===== config.mk =====
export PLATFORM = sky130hd
export DESIGN_NAME = mgmt_clocking
export DESIGN_NICKNAME = d
export VERILOG_FILES = /design/src/rtl/clk_pkg.sv /design/src/rtl/hk_pkg.sv /design/src/rtl/clk_ctrl_if.sv /design/src/rtl/hk_clock_regs.sv /design/src/rtl/clk_switch_hold.sv /design/src/rtl/clk_tick_gen.sv /design/src/rtl/mgmt_clocking.sv
export VERILOG_INCLUDE_DIRS = /design/src /design/src/include
export SDC_FILE = /design/constraint.sdc
export NUM_CORES = 1
export LEC_CHECK = 0
export BUFFER_PORTS_ARGS = -buffer_cell sky130_fd_sc_hd__buf_4
export CAP_MARGIN = 20
export CORE_UTILIZATION = 54
export CTS_CLUSTER_DIAMETER = 50
export DETAILED_ROUTE_END_ITERATION = 6
export MAX_ROUTING_LAYER = met4
export PLACE_DENSITY = 0.81
export SETUP_SLACK_MARGIN = 0.15
export SLEW_MARGIN = 15
export SYNTH_ARGS = -nofsm -noshare
export SYNTH_HDL_FRONTEND = slang
export SYNTH_SLANG_ARGS = --single-unit

===== constraint.sdc =====
create_clock -name clock -period 2.65 [get_ports clock]
set_clock_uncertainty 0.1 [all_clocks]
set_input_delay 0.265 -clock clock [delete_from_list [all_inputs] [get_ports clock]]
set_output_delay 0.265 -clock clock [all_outputs]
set_load 0.005 [all_outputs]

===== src/include/clocking_config.svh =====
// Divider reset values are sized literals that must track CLK_DIV_W when it changes
`ifndef CLOCKING_CONFIG_SVH
`define CLOCKING_CONFIG_SVH

// Divider field width where a value of 0 behaves like 1
`define CLK_DIV_W 5
`define CLK_CORE_DIV_RST 5'd1
`define CLK_USER_DIV_RST 5'd2

// Housekeeping register port
`define HK_ADDR_W 3
`define HK_DATA_W 8

// Extra low cycles on core_rstn once the synchronizer lets go
`define CLK_RST_HOLD 4

`endif


===== src/rtl/clk_pkg.sv =====
// Clock side types only and needs include/ on the include path for the divider width
`default_nettype none

`include "clocking_config.svh"

package clk_pkg;

	// Base enable source
	typedef enum logic [0:0] {
		SRC_EXT = 1'b0,	// System clock, every cycle
		SRC_PLL = 1'b1	// One enable per pll_tick pulse
	} clk_source_t;

	// Reset release sequencer
	typedef enum logic [1:0] {
		RST_HELD  = 2'd0,	// Some reset cause still active
		RST_COUNT = 2'd1,	// Synchronizer released, stretching
		RST_RUN   = 2'd2	// core_rstn high
	} rst_state_t;

	// One clocking setting as it travels between blocks
	typedef struct packed {
		clk_source_t           source;
		logic [`CLK_DIV_W-1:0] core_div;	// Base enables per core tick
		logic [`CLK_DIV_W-1:0] user_div;	// Core ticks per user tick
		logic                  ext_reset;	// Software reset request
	} clk_cfg_t;

endpackage

`default_nettype wire


===== src/rtl/hk_pkg.sv =====
// Housekeeping register map with addresses 6 and 7 left unmapped and reading as zero
`default_nettype none

`include "clocking_config.svh"

package hk_pkg;

	typedef enum logic [`HK_ADDR_W-1:0] {
		HK_SRC      = 3'd0,	// Bit 0 selects the PLL
		HK_CORE_DIV = 3'd1,
		HK_USER_DIV = 3'd2,
		HK_EXT_RST  = 3'd3,	// Bit 0 holds the core in reset
		HK_LOCK     = 3'd4,	// Sticky until system reset
		HK_STATUS   = 3'd5	// Read only
	} hk_addr_t;

	// Registers that the lock freezes
	function automatic logic hk_lockable(hk_addr_t addr);
		return (addr == HK_SRC) || (addr == HK_CORE_DIV) || (addr == HK_USER_DIV);
	endfunction

	// Registers that feed the clocking setting
	function automatic logic hk_is_cfg(hk_addr_t addr);
		return hk_lockable(addr) || (addr == HK_EXT_RST);
	endfunction

endpackage

`default_nettype wire


===== src/rtl/clk_ctrl_if.sv =====
// Plain strobe and level bundle with no acknowledge so a newer update replaces a pending one
`timescale 1ns/1ps
`default_nettype none

interface clk_ctrl_if;
	import clk_pkg::*;

	clk_cfg_t cfg;	// Setting, new in the update cycle
	logic     update;	// One cycle strobe
	logic     pending;	// Buffer still holds an unapplied setting

	// Register block side
	modport producer (
		output cfg,
		output update,
		input  pending
	);

	// Holding stage between register block and tick generator
	modport buffer (
		input  cfg,
		input  update,
		output pending
	);

	// Tick generator side
	modport consumer (
		input cfg,
		input update
	);

endinterface

`default_nettype wire


===== src/rtl/hk_clock_regs.sv =====
// Lock blocks source and divider writes until system reset and back to back writes spread updates
`timescale 1ns/1ps
`default_nettype none

`include "clocking_config.svh"

module hk_clock_regs (
	input  logic                  clock,
	input  logic                  reset,
	input  logic                  reg_we,
	input  hk_pkg::hk_addr_t      reg_addr,
	input  logic [`HK_DATA_W-1:0] reg_wdata,
	output logic [`HK_DATA_W-1:0] reg_rdata,	// One cycle after reg_addr
	input  logic                  core_rstn,	// Reported in status bit 0
	clk_ctrl_if.producer          req
);
	import clk_pkg::*;
	import hk_pkg::*;

	clk_source_t           src_q;
	logic [`CLK_DIV_W-1:0] core_div_q;
	logic [`CLK_DIV_W-1:0] user_div_q;
	logic                  ext_rst_q;
	logic                  lock_q;
	logic                  wr_ok;	// Write accepted this cycle
	logic                  cfg_wr;	// Accepted write that touches the setting
	logic                  update_q;
	logic                  upd_due;	// Update owed after a busy strobe cycle
	logic [`HK_DATA_W-1:0] rdata_d;

	// Lockable fields need the lock clear while status and unmapped addresses never accept
	assign wr_ok  = reg_we && (hk_lockable(reg_addr) ? !lock_q :
		((reg_addr == HK_EXT_RST) || (reg_addr == HK_LOCK)));
	assign cfg_wr = wr_ok && hk_is_cfg(reg_addr);

	always_ff @(posedge clock) begin
		if (reset) begin
			src_q      <= SRC_EXT;
			core_div_q <= `CLK_CORE_DIV_RST;
			user_div_q <= `CLK_USER_DIV_RST;
			ext_rst_q  <= 1'b0;
			lock_q     <= 1'b0;
		end else if (wr_ok) begin
			case (reg_addr)
				HK_SRC:      src_q      <= clk_source_t'(reg_wdata[0]);
				HK_CORE_DIV: core_div_q <= reg_wdata[`CLK_DIV_W-1:0];
				HK_USER_DIV: user_div_q <= reg_wdata[`CLK_DIV_W-1:0];
				HK_EXT_RST:  ext_rst_q  <= reg_wdata[0];
				HK_LOCK:     lock_q     <= lock_q | reg_wdata[0];	// Cannot be cleared
				default:     lock_q     <= lock_q;
			endcase
		end
	end

	// Strobe one cycle after the write
	// A write landing on a strobe cycle defers its strobe by one
	always_ff @(posedge clock) begin
		if (reset) begin
			update_q <= 1'b0;
			upd_due  <= 1'b0;
		end else begin
			update_q <= (cfg_wr || upd_due) && !update_q;
			upd_due  <= (cfg_wr || upd_due) && update_q;
		end
	end

	always_comb begin
		case (reg_addr)
			HK_SRC:      rdata_d = {{(`HK_DATA_W-1){1'b0}}, src_q};
			HK_CORE_DIV: rdata_d = {{(`HK_DATA_W-`CLK_DIV_W){1'b0}}, core_div_q};
			HK_USER_DIV: rdata_d = {{(`HK_DATA_W-`CLK_DIV_W){1'b0}}, user_div_q};
			HK_EXT_RST:  rdata_d = {{(`HK_DATA_W-1){1'b0}}, ext_rst_q};
			HK_LOCK:     rdata_d = {{(`HK_DATA_W-1){1'b0}}, lock_q};
			HK_STATUS:   rdata_d = {{(`HK_DATA_W-2){1'b0}}, req.pending, core_rstn};
			default:     rdata_d = '0;	// Unmapped
		endcase
	end

	always_ff @(posedge clock) begin
		reg_rdata <= rdata_d;
	end

	// Registers always visible with update marking the cycle they changed
	assign req.cfg = '{source: src_q, core_div: core_div_q,
		user_div: user_div_q, ext_reset: ext_rst_q};
	assign req.update = update_q;

	// Buffer sees a quiet cycle between strobes
	a_upd_spaced: assert property (@(posedge clock) disable iff (reset)
		update_q |=> !update_q)
		else $error("hk_clock_regs update strobe in consecutive cycles");

endmodule

`default_nettype wire


===== src/rtl/clk_switch_hold.sv =====
// Source and divider changes wait for a core tick with no timeout while ext_reset never waits
`timescale 1ns/1ps
`default_nettype none

`include "clocking_config.svh"

module clk_switch_hold (
	input  logic         clock,
	input  logic         reset,
	input  logic         core_tick,	// Safe boundary for a divider switch
	clk_ctrl_if.buffer   req,
	clk_ctrl_if.producer act
);
	import clk_pkg::*;

	clk_cfg_t req_q;	// Latest request, held until a tick
	clk_cfg_t next_cfg;
	clk_cfg_t act_cfg_q;	// Setting the tick generator runs on
	logic     pend_q;
	logic     act_upd_q;
	logic     apply;	// Move the request to the active side
	logic     ext_chg;	// Reset request edge from the register block

	// An update in the tick cycle itself is taken directly
	assign next_cfg = req.update ? req.cfg : req_q;
	assign apply    = core_tick && !act.pending && (pend_q || req.update);
	assign ext_chg  = req.update && (req.cfg.ext_reset != act_cfg_q.ext_reset);

	always_ff @(posedge clock) begin
		if (req.update)
			req_q <= req.cfg;	// Last write wins
	end

	always_ff @(posedge clock) begin
		if (reset) begin
			act_cfg_q <= '{source: SRC_EXT, core_div: `CLK_CORE_DIV_RST,
				user_div: `CLK_USER_DIV_RST, ext_reset: 1'b0};
		end else begin
			if (apply) begin
				act_cfg_q.source   <= next_cfg.source;
				act_cfg_q.core_div <= next_cfg.core_div;
				act_cfg_q.user_div <= next_cfg.user_div;
			end
			// Reset request passes straight through
			if (req.update)
				act_cfg_q.ext_reset <= req.cfg.ext_reset;
		end
	end

	always_ff @(posedge clock) begin
		if (reset) begin
			pend_q    <= 1'b0;
			act_upd_q <= 1'b0;
		end else begin
			if (apply)
				pend_q <= 1'b0;
			else if (req.update)
				pend_q <= 1'b1;	// Waits for a tick, however long
			act_upd_q <= apply || ext_chg;	// Downstream restarts its counters
		end
	end

	assign req.pending = pend_q;
	assign act.cfg     = act_cfg_q;
	assign act.update  = act_upd_q;

	// Active side only changes on a tick boundary or a reset request edge
	a_upd_cause: assert property (@(posedge clock) disable iff (reset)
		act.update |-> $past(core_tick || ext_chg))
		else $error("clk_switch_hold active update without tick or reset edge");

	// A tick always drains the held setting
	a_drain: assert property (@(posedge clock) disable iff (reset)
		req.pending && core_tick |=> !req.pending)
		else $error("clk_switch_hold pending survived a core tick");

endmodule

`default_nettype wire


===== src/rtl/clk_tick_gen.sv =====
// Ticks are one cycle enables on clock and resetb is synchronized with 2 flops plus CLK_RST_HOLD
`timescale 1ns/1ps
`default_nettype none

`include "clocking_config.svh"

module clk_tick_gen (
	input  logic           clock,
	input  logic           reset,
	input  logic           resetb,	// Pad reset, active low, not synchronous to clock
	input  logic           pll_tick,	// Enable pulse from the PLL
	clk_ctrl_if.consumer   act,
	output logic           core_tick,
	output logic           user_tick,
	output logic           core_rstn
);
	import clk_pkg::*;

	localparam int HOLD_W = $clog2(`CLK_RST_HOLD) + 1;
	localparam logic [`CLK_DIV_W-1:0] DIV_ONE = 'd1;
	localparam logic [HOLD_W-1:0] HOLD_ONE = 'd1;
	localparam logic [HOLD_W-1:0] HOLD_LAST = HOLD_W'(`CLK_RST_HOLD - 1);

	logic                  base_en;
	logic [`CLK_DIV_W-1:0] core_cnt;	// Base enables since last core tick
	logic [`CLK_DIV_W-1:0] user_cnt;	// Core ticks since last user tick
	logic                  core_end;
	logic                  user_end;
	logic                  core_fire;
	logic                  user_fire;
	logic                  core_tick_q;
	logic                  user_tick_q;
	logic [1:0]            sync_q;	// resetb synchronizer
	rst_state_t            rst_state;
	logic [HOLD_W-1:0]     hold_cnt;
	logic                  rst_cause;

	assign base_en = (act.cfg.source == SRC_PLL) ? pll_tick : 1'b1;

	// Divider of 0 or 1 fires on every enable
	assign core_end  = (act.cfg.core_div <= DIV_ONE) ||
		(core_cnt >= act.cfg.core_div - DIV_ONE);
	assign user_end  = (act.cfg.user_div <= DIV_ONE) ||
		(user_cnt >= act.cfg.user_div - DIV_ONE);
	assign core_fire = base_en && core_end;
	assign user_fire = core_fire && user_end;	// User tick rides on a core tick

	always_ff @(posedge clock) begin
		if (reset || act.update) begin	// New setting restarts both dividers
			core_cnt    <= '0;
			user_cnt    <= '0;
			core_tick_q <= 1'b0;
			user_tick_q <= 1'b0;
		end else begin
			core_tick_q <= core_fire;
			user_tick_q <= user_fire;
			if (base_en)
				core_cnt <= core_end ? '0 : core_cnt + DIV_ONE;
			if (core_fire)
				user_cnt <= user_end ? '0 : user_cnt + DIV_ONE;
		end
	end

	assign core_tick = core_tick_q;
	assign user_tick = user_tick_q;

	assign rst_cause = reset || act.cfg.ext_reset;

	always_ff @(posedge clock) begin
		if (rst_cause)
			sync_q <= '0;
		else
			sync_q <= {sync_q[0], resetb};
	end

	// Stretch the synchronized release by CLK_RST_HOLD cycles
	always_ff @(posedge clock) begin
		if (rst_cause || !sync_q[1]) begin
			rst_state <= RST_HELD;
			hold_cnt  <= '0;
		end else begin
			case (rst_state)
				RST_HELD: begin
					rst_state <= RST_COUNT;
					hold_cnt  <= HOLD_ONE;	// Release edge is the first hold cycle
				end
				RST_COUNT: begin
					if (hold_cnt == HOLD_LAST)
						rst_state <= RST_RUN;
					else
						hold_cnt <= hold_cnt + HOLD_ONE;
				end
				RST_RUN:   rst_state <= RST_RUN;
				default:   rst_state <= RST_HELD;
			endcase
		end
	end

	assign core_rstn = (rst_state == RST_RUN);

	// Ticks from the two dividers stay aligned
	a_user_in_core: assert property (@(posedge clock) disable iff (reset)
		user_tick |-> core_tick)
		else $error("clk_tick_gen user_tick without core_tick");

	// Software reset request reaches the core within a cycle
	a_ext_reset: assert property (@(posedge clock) disable iff (reset)
		act.cfg.ext_reset |=> !core_rstn)
		else $error("clk_tick_gen core_rstn high under ext_reset");

endmodule

`default_nettype wire


===== src/rtl/mgmt_clocking.sv =====
// Single clock domain with divided clocks as enables and no handshake on any internal path
`timescale 1ns/1ps
`default_nettype none

`include "clocking_config.svh"

module mgmt_clocking (
	input  logic                  clock,
	input  logic                  reset,	// Synchronous, active high
	input  logic                  resetb,	// Pad reset, active low
	input  logic                  pll_tick,
	input  logic                  reg_we,
	input  hk_pkg::hk_addr_t      reg_addr,
	input  logic [`HK_DATA_W-1:0] reg_wdata,
	output logic [`HK_DATA_W-1:0] reg_rdata,
	output logic                  core_tick,
	output logic                  user_tick,
	output logic                  core_rstn
);

	clk_ctrl_if if_req ();	// Register block to holding stage
	clk_ctrl_if if_act ();	// Holding stage to tick generator

	// Tick generator applies at once
	assign if_act.pending = 1'b0;

	hk_clock_regs u_regs (
		.clock     (clock),
		.reset     (reset),
		.reg_we    (reg_we),
		.reg_addr  (reg_addr),
		.reg_wdata (reg_wdata),
		.reg_rdata (reg_rdata),
		.core_rstn (core_rstn),
		.req       (if_req)
	);

	clk_switch_hold u_hold (
		.clock     (clock),
		.reset     (reset),
		.core_tick (core_tick),	// Switch boundary from the generator
		.req       (if_req),
		.act       (if_act)
	);

	clk_tick_gen u_ticks (
		.clock     (clock),
		.reset     (reset),
		.resetb    (resetb),
		.pll_tick  (pll_tick),
		.act       (if_act),
		.core_tick (core_tick),
		.user_tick (user_tick),
		.core_rstn (core_rstn)
	);

endmodule

`default_nettype wire


# Word-level counts from Yosys, hierarchy flattened
# Index checks and enable logic that the tools add are counted.
# classes
n_addsub	5
order_cmp	4
n_eq_ne	11
mux	10
bitwise_logic	1
reduce_logical	33
# ops
op	count
$pmux W5 S6	1
$logic_or A1 B1 Y1	12
$mux W12	1
$reduce_and A2 Y1	6
$add A5 B1 Y5 const B	2
$ge A5 B5 Y1	2
$le A5 B1 Y1 const B	2
$mux W5	2
$sub A5 B1 Y5 const B	2
$eq A3 B2 Y1 const B	3
$logic_and A1 B1 Y1	8
$eq A3 B3 Y1 const B	2
$pmux W2 S3	1
$pmux W3 S2	1
$add A3 B1 Y3 const B	1
$eq A3 B1 Y1 const B	1
$logic_not A1 Y1	3
$logic_not A3 Y1	1
$mux W3	1
$eq A2 B1 Y1 const B	1
$eq A2 B2 Y1 const B	1
$logic_not A2 Y1	1
$mux W1	2
$mux W2	1
6 further kinds	6
# word_totals
regBits	65
inputBits	16
out_inout_bits	11
word_cells	89

# Logic depth before layout (Yosys ltp)
# depth
ltp_word	8
ltp_mapped	10
depth_no_buf	10

# By module
# A second synthesis with hierarchy kept.
# unflattened
cells_unflattened	323
hier_area_um2	3154.3
# modules_own_cells
mod	instances	cells_per_inst	area_each_um2	seq_area_each_um2
clk_tick_gen	1	141	1263.7	380.4
clk_switch_hold	1	86	960.9	500.5
hk_clock_regs	1	95	925.9	400.4
mgmt_clocking	1	1	3.8	0.0

# Worst setup path after synthesis
# OpenSTA, ideal clock, no wires.
# synth_path
path_type	reg2reg
from	register u_hold.act_cfg_q (netlist bit u_hold.act.cfg[6])
to	register u_ticks.user_cnt[3]
setup_ps	120
t_arrival_ps	1797
t_required_ps	2430
slack_ps	632
path_stages_with_launch	11
path_buffers	0
period_less_slack_ps	2018
cell_sequence	dfxtp_1 inv_1 ha_1 nand2_1 xor2_1 ha_1 a21oi_1 o21ai_1 o21ai_4 nand2b_4 o22ai_1
# synth_between
elab_chain_len	4
word_cells_on_any_way	5
cone_classes	add/sub (1); order compare (2); reduce/logical (2)
# synth_lines
item	line_no	rtl
from (decl)	clk_switch_hold.sv:18	clk_cfg_t act_cfg_q;
from (signal assigned)	clk_switch_hold.sv:36	act_cfg_q <= '{source: SRC_EXT, core_div: `CLK_CORE_DIV_RST,
$sub A5 B1 Y5	clk_tick_gen.sv:42	(core_cnt >= act.cfg.core_div - DIV_ONE);
$ge A5 B5 Y1	clk_tick_gen.sv:42	
$logic_or A1 B1 Y1 *	clk_tick_gen.sv:41	assign core_end = (act.cfg.core_div <= DIV_ONE) ||
$logic_and A1 B1 Y1 *	clk_tick_gen.sv:45	assign core_fire = base_en && core_end;
to (signal assigned)	clk_tick_gen.sv:60	user_cnt <= user_end ? '0 : user_cnt + DIV_ONE;
to (decl)	clk_tick_gen.sv:26	logic [`CLK_DIV_W-1:0] user_cnt;
# Mark *: on every way between the ends. The rest lies on a longest branch, timed or not.
# A chain may end at the register's enable or synchronous reset.

# Worst setup path in the final report
# Same ends and word-level chain as after synthesis.

==> metrics.txt <==
n_diodes 0; Synth top cells by count 64 x dfxtp_1, 46 x nor2_1, 22 x nand2_1, 21 x a21oi_1, 21 x ha_1; die area 5680 sq um; crit path kind reg -> reg; # H-tree levels 3; R2R cell count 10; CTS tree built; RSZ-0062 raised after global routing false; fraction of registers with async set/reset 0; total CTS buffers 9; dominant cell by count in the synthesized netlist dfxtp_1; post-route minimum period 2.20 ns; endpoint class of the critical path flip-flop; setup bufs post-CTS 0; DIE HEIGHT 75.4 um; WP depth 10; hold depth 2; Crit path max-delay family compound AO/OA/AOI/OAI gates; Area contributors post-synth dfxtp_1 44%, ha_1 9.0%, nor2_1 5.9%, mux2_2 4.3%, a21oi_1 3.6%; Logic pwr share 0.181; slew margin rel. 0.486; CP arrival 2.33 ns; final critical-path share of the clock period 0.830; initial core utilization 0.565; status finished clean; Clk Latency, worst-skew pair 0.34 ns; Max Cap Viol 0; top cell type by total area after synthesis dfxtp_1; Core Region 5140 sq um; Yosys warning count 0; nets@finish 371; Post-synth EDFFs 0; Port-buffer cells 20; prevailing post-synth register cell dfxtp_1; largest net degree at the start of global routing 33; post-cts resize count 0; vias per inst 5.27; worst min-delay path class in -> reg; antenna-violating nets left 0; Hold Slack 0.0270 ns; DRT Pass-1 Iters 5; Starting DRT DRC Count 182; pwr/cell area 679 nW/um^2; FP Rows 26; Post-DP HPWL 3430 um; Filler Cells Inserted 450; Seq/Total Area, Yosys 0.441; GP Congestion 0.794; Max IR drop VDD 372 uV; Avg Cell Area, Syn 9.23 sq um; io pins 27; Int Pwr 1.57 mW; clk slew on worst S/H paths 0.07 ns; CP startpoint kind flip-flop; required time worst endpoint 2.78 ns; Leak 1.34 nW; GRT Residual Overflow 0; die width 75.4 um; vias in the first global route 1985; #FFs+latches synth 64; CP peak stage delay 0.38 ns; drt drc 0; Final Hold Fails 0; Setup TNS 0 ns; CP bufs+invs 1; Sw Ratio 0.291; Critical Path Slowest Stage Cell dfxtp_1; Hold Buf Count CTS 0; share of the synthesized area in the top cell type 0.441; max-slew violations 0; initial antenna violation count 0; Post-Syn Instances 315; CTS max path bufs 2; Clock Sinks 64; DR vias 2155; synthesis-to-layout area growth 12.1%; ratio of cells with drive above 1 in the final layout 0.180; Top cell by count, worst path ha_1; Synth Cell Area 2910 sq um; fmax 0.455 GHz; setup violators final 0; CP cell instances inv_1, ha_1, nand2_1, xor2_1, ha_1, a21oi_1, o21ai_1, o21ai_4, nand2b_4, o22ai_1; first-pass GRT wire length 8380 um; Max FO, Critical Path 9; WL per Instance 12.0 um; Clock Root Buffer clkbuf_8; WL final 4890 um; P_sw 0.642 mW; part of the power in the clock network 0.338; total track usage 0.205; Least-Margin Pin Slew 0.766 ns; Reg power frac 0.481; Yosys cell types 49
[cells in the final DEF (no fill, tap or decap), types with 3 or more instances in the layout]
cell type,Yosys,layout
nor3_1,13,13
xnor2_1,5,5
buf_4,4,23
nand2b_1,3,3
a221oi_1,3,3
nand3_1,13,13
mux2i_1,7,7
nand4_1,3,3
mux2_2,11,11
conb_1,1,3
xor2_1,6,6
nor2_1,46,46
a211o_1,4,4
or3_1,3,3
o22ai_1,3,3
clkbuf_8,0,10
a21oi_1,21,21
nor2b_1,5,5
ha_1,21,21
a22oi_1,3,3
nand2_1,22,22
dfxtp_1,64,64
inv_1,11,11
[path summary, 6_finish.rpt]
check / slack, ns / end / start
min reg2reg: 0.34 / u_ticks.sync_q[1] / u_ticks.sync_q[0]
max reg2reg: 0.45 / u_ticks.user_cnt[3] / u_hold.act.cfg[6]
min: 0.03 / u_ticks.sync_q[0] / resetb
max: 0.45 / u_ticks.user_cnt[3] / u_hold.act.cfg[6]
[worst register-to-register path: stages (launching register included)]
cell and delay, ns:
dfxtp_1 0.38, inv_1 0.10, ha_1 0.23, nand2_1 0.07
xor2_1 0.15, ha_1 0.27, a21oi_1 0.12, o21ai_1 0.12
o21ai_4 0.25, nand2b_4 0.21, o22ai_1 0.08
[power groups by stage]
stage	clock (mW)	combinational, mW	sequential (mW)
after floorplan	0	0.313	1.08
after global placement	0	0.387	1.08
after detailed placement	0	0.395	1.09
after CTS	0.770	0.399	1.06
after global routing	0.818	0.452	1.07
final	0.747	0.400	1.06
[kinds of logic (layout without fill, tap and decap cells)]
logic type / after synthesis / count (layout) / synth area share
buf+inv: 29 / 51 / 0.0491
mux: 18 / 18 / 0.0667
simple gates: 121 / 121 / 0.199
flops: 64 / 64 / 0.441
fa+ha+maj: 21 / 21 / 0.0904
xor+xnor: 11 / 11 / 0.0331
other cells: 1 / 3 / 0.00129
compound gates: 50 / 50 / 0.119
[state kept, by name, summed over array words and instances, names as in the netlist, 2 cells and up]
signal,flops
u_hold.act.cfg,12
u_hold.req_q,11
u_regs.core_div_q,5
u_regs.reg_rdata,5
u_regs.user_div_q,5
u_ticks.core_cnt,5
u_ticks.hold_cnt,3
u_ticks.rst_state,2
u_ticks.sync_q,2
u_ticks.user_cnt,5
[metal layers]
layer / track usage / vias up / part of all wire
li1: - / 1119 / -
met1: 0.246 / 981 / 0.49
met2: 0.310 / 41 / 0.44
met3: 0.0463 / 14 / 0.034
met4: 0.136 / 0 / 0.033
met5: - / - / 0
[stage by stage]
stage | area, sq um | util | worst slack, ns | std cells | total power, mW
after floorplan | 2910 | - | 0.632 | 317 | 1.39
after global placement | 3080 | 0.599 | 0.496 | 393 | 1.47
after detailed placement | 3080 | 0.599 | 0.473 | 393 | 1.48
after CTS | 3260 | 0.634 | 0.453 | 409 | 2.23
after global routing | 3260 | 0.634 | 0.212 | 409 | 2.34
final | 3260 | 0.634 | 0.451 | 409 | 2.21
[area by class of cell]
type / count / area (sq um) / area share
clock buffers: 10 / 138 / 0.0423
clock inverters: 6 / 42.5 / 0.0131
inverters: 12 / 45.0 / 0.0138
multi-input cells: 224 / 1490 / 0.458
flip-flops and latches: 64 / 1280 / 0.393
well taps: 70 / 87.6 / 0.0269
repair buffers: 23 / 173 / 0.0530
Power figures use the tool's default switching activity.
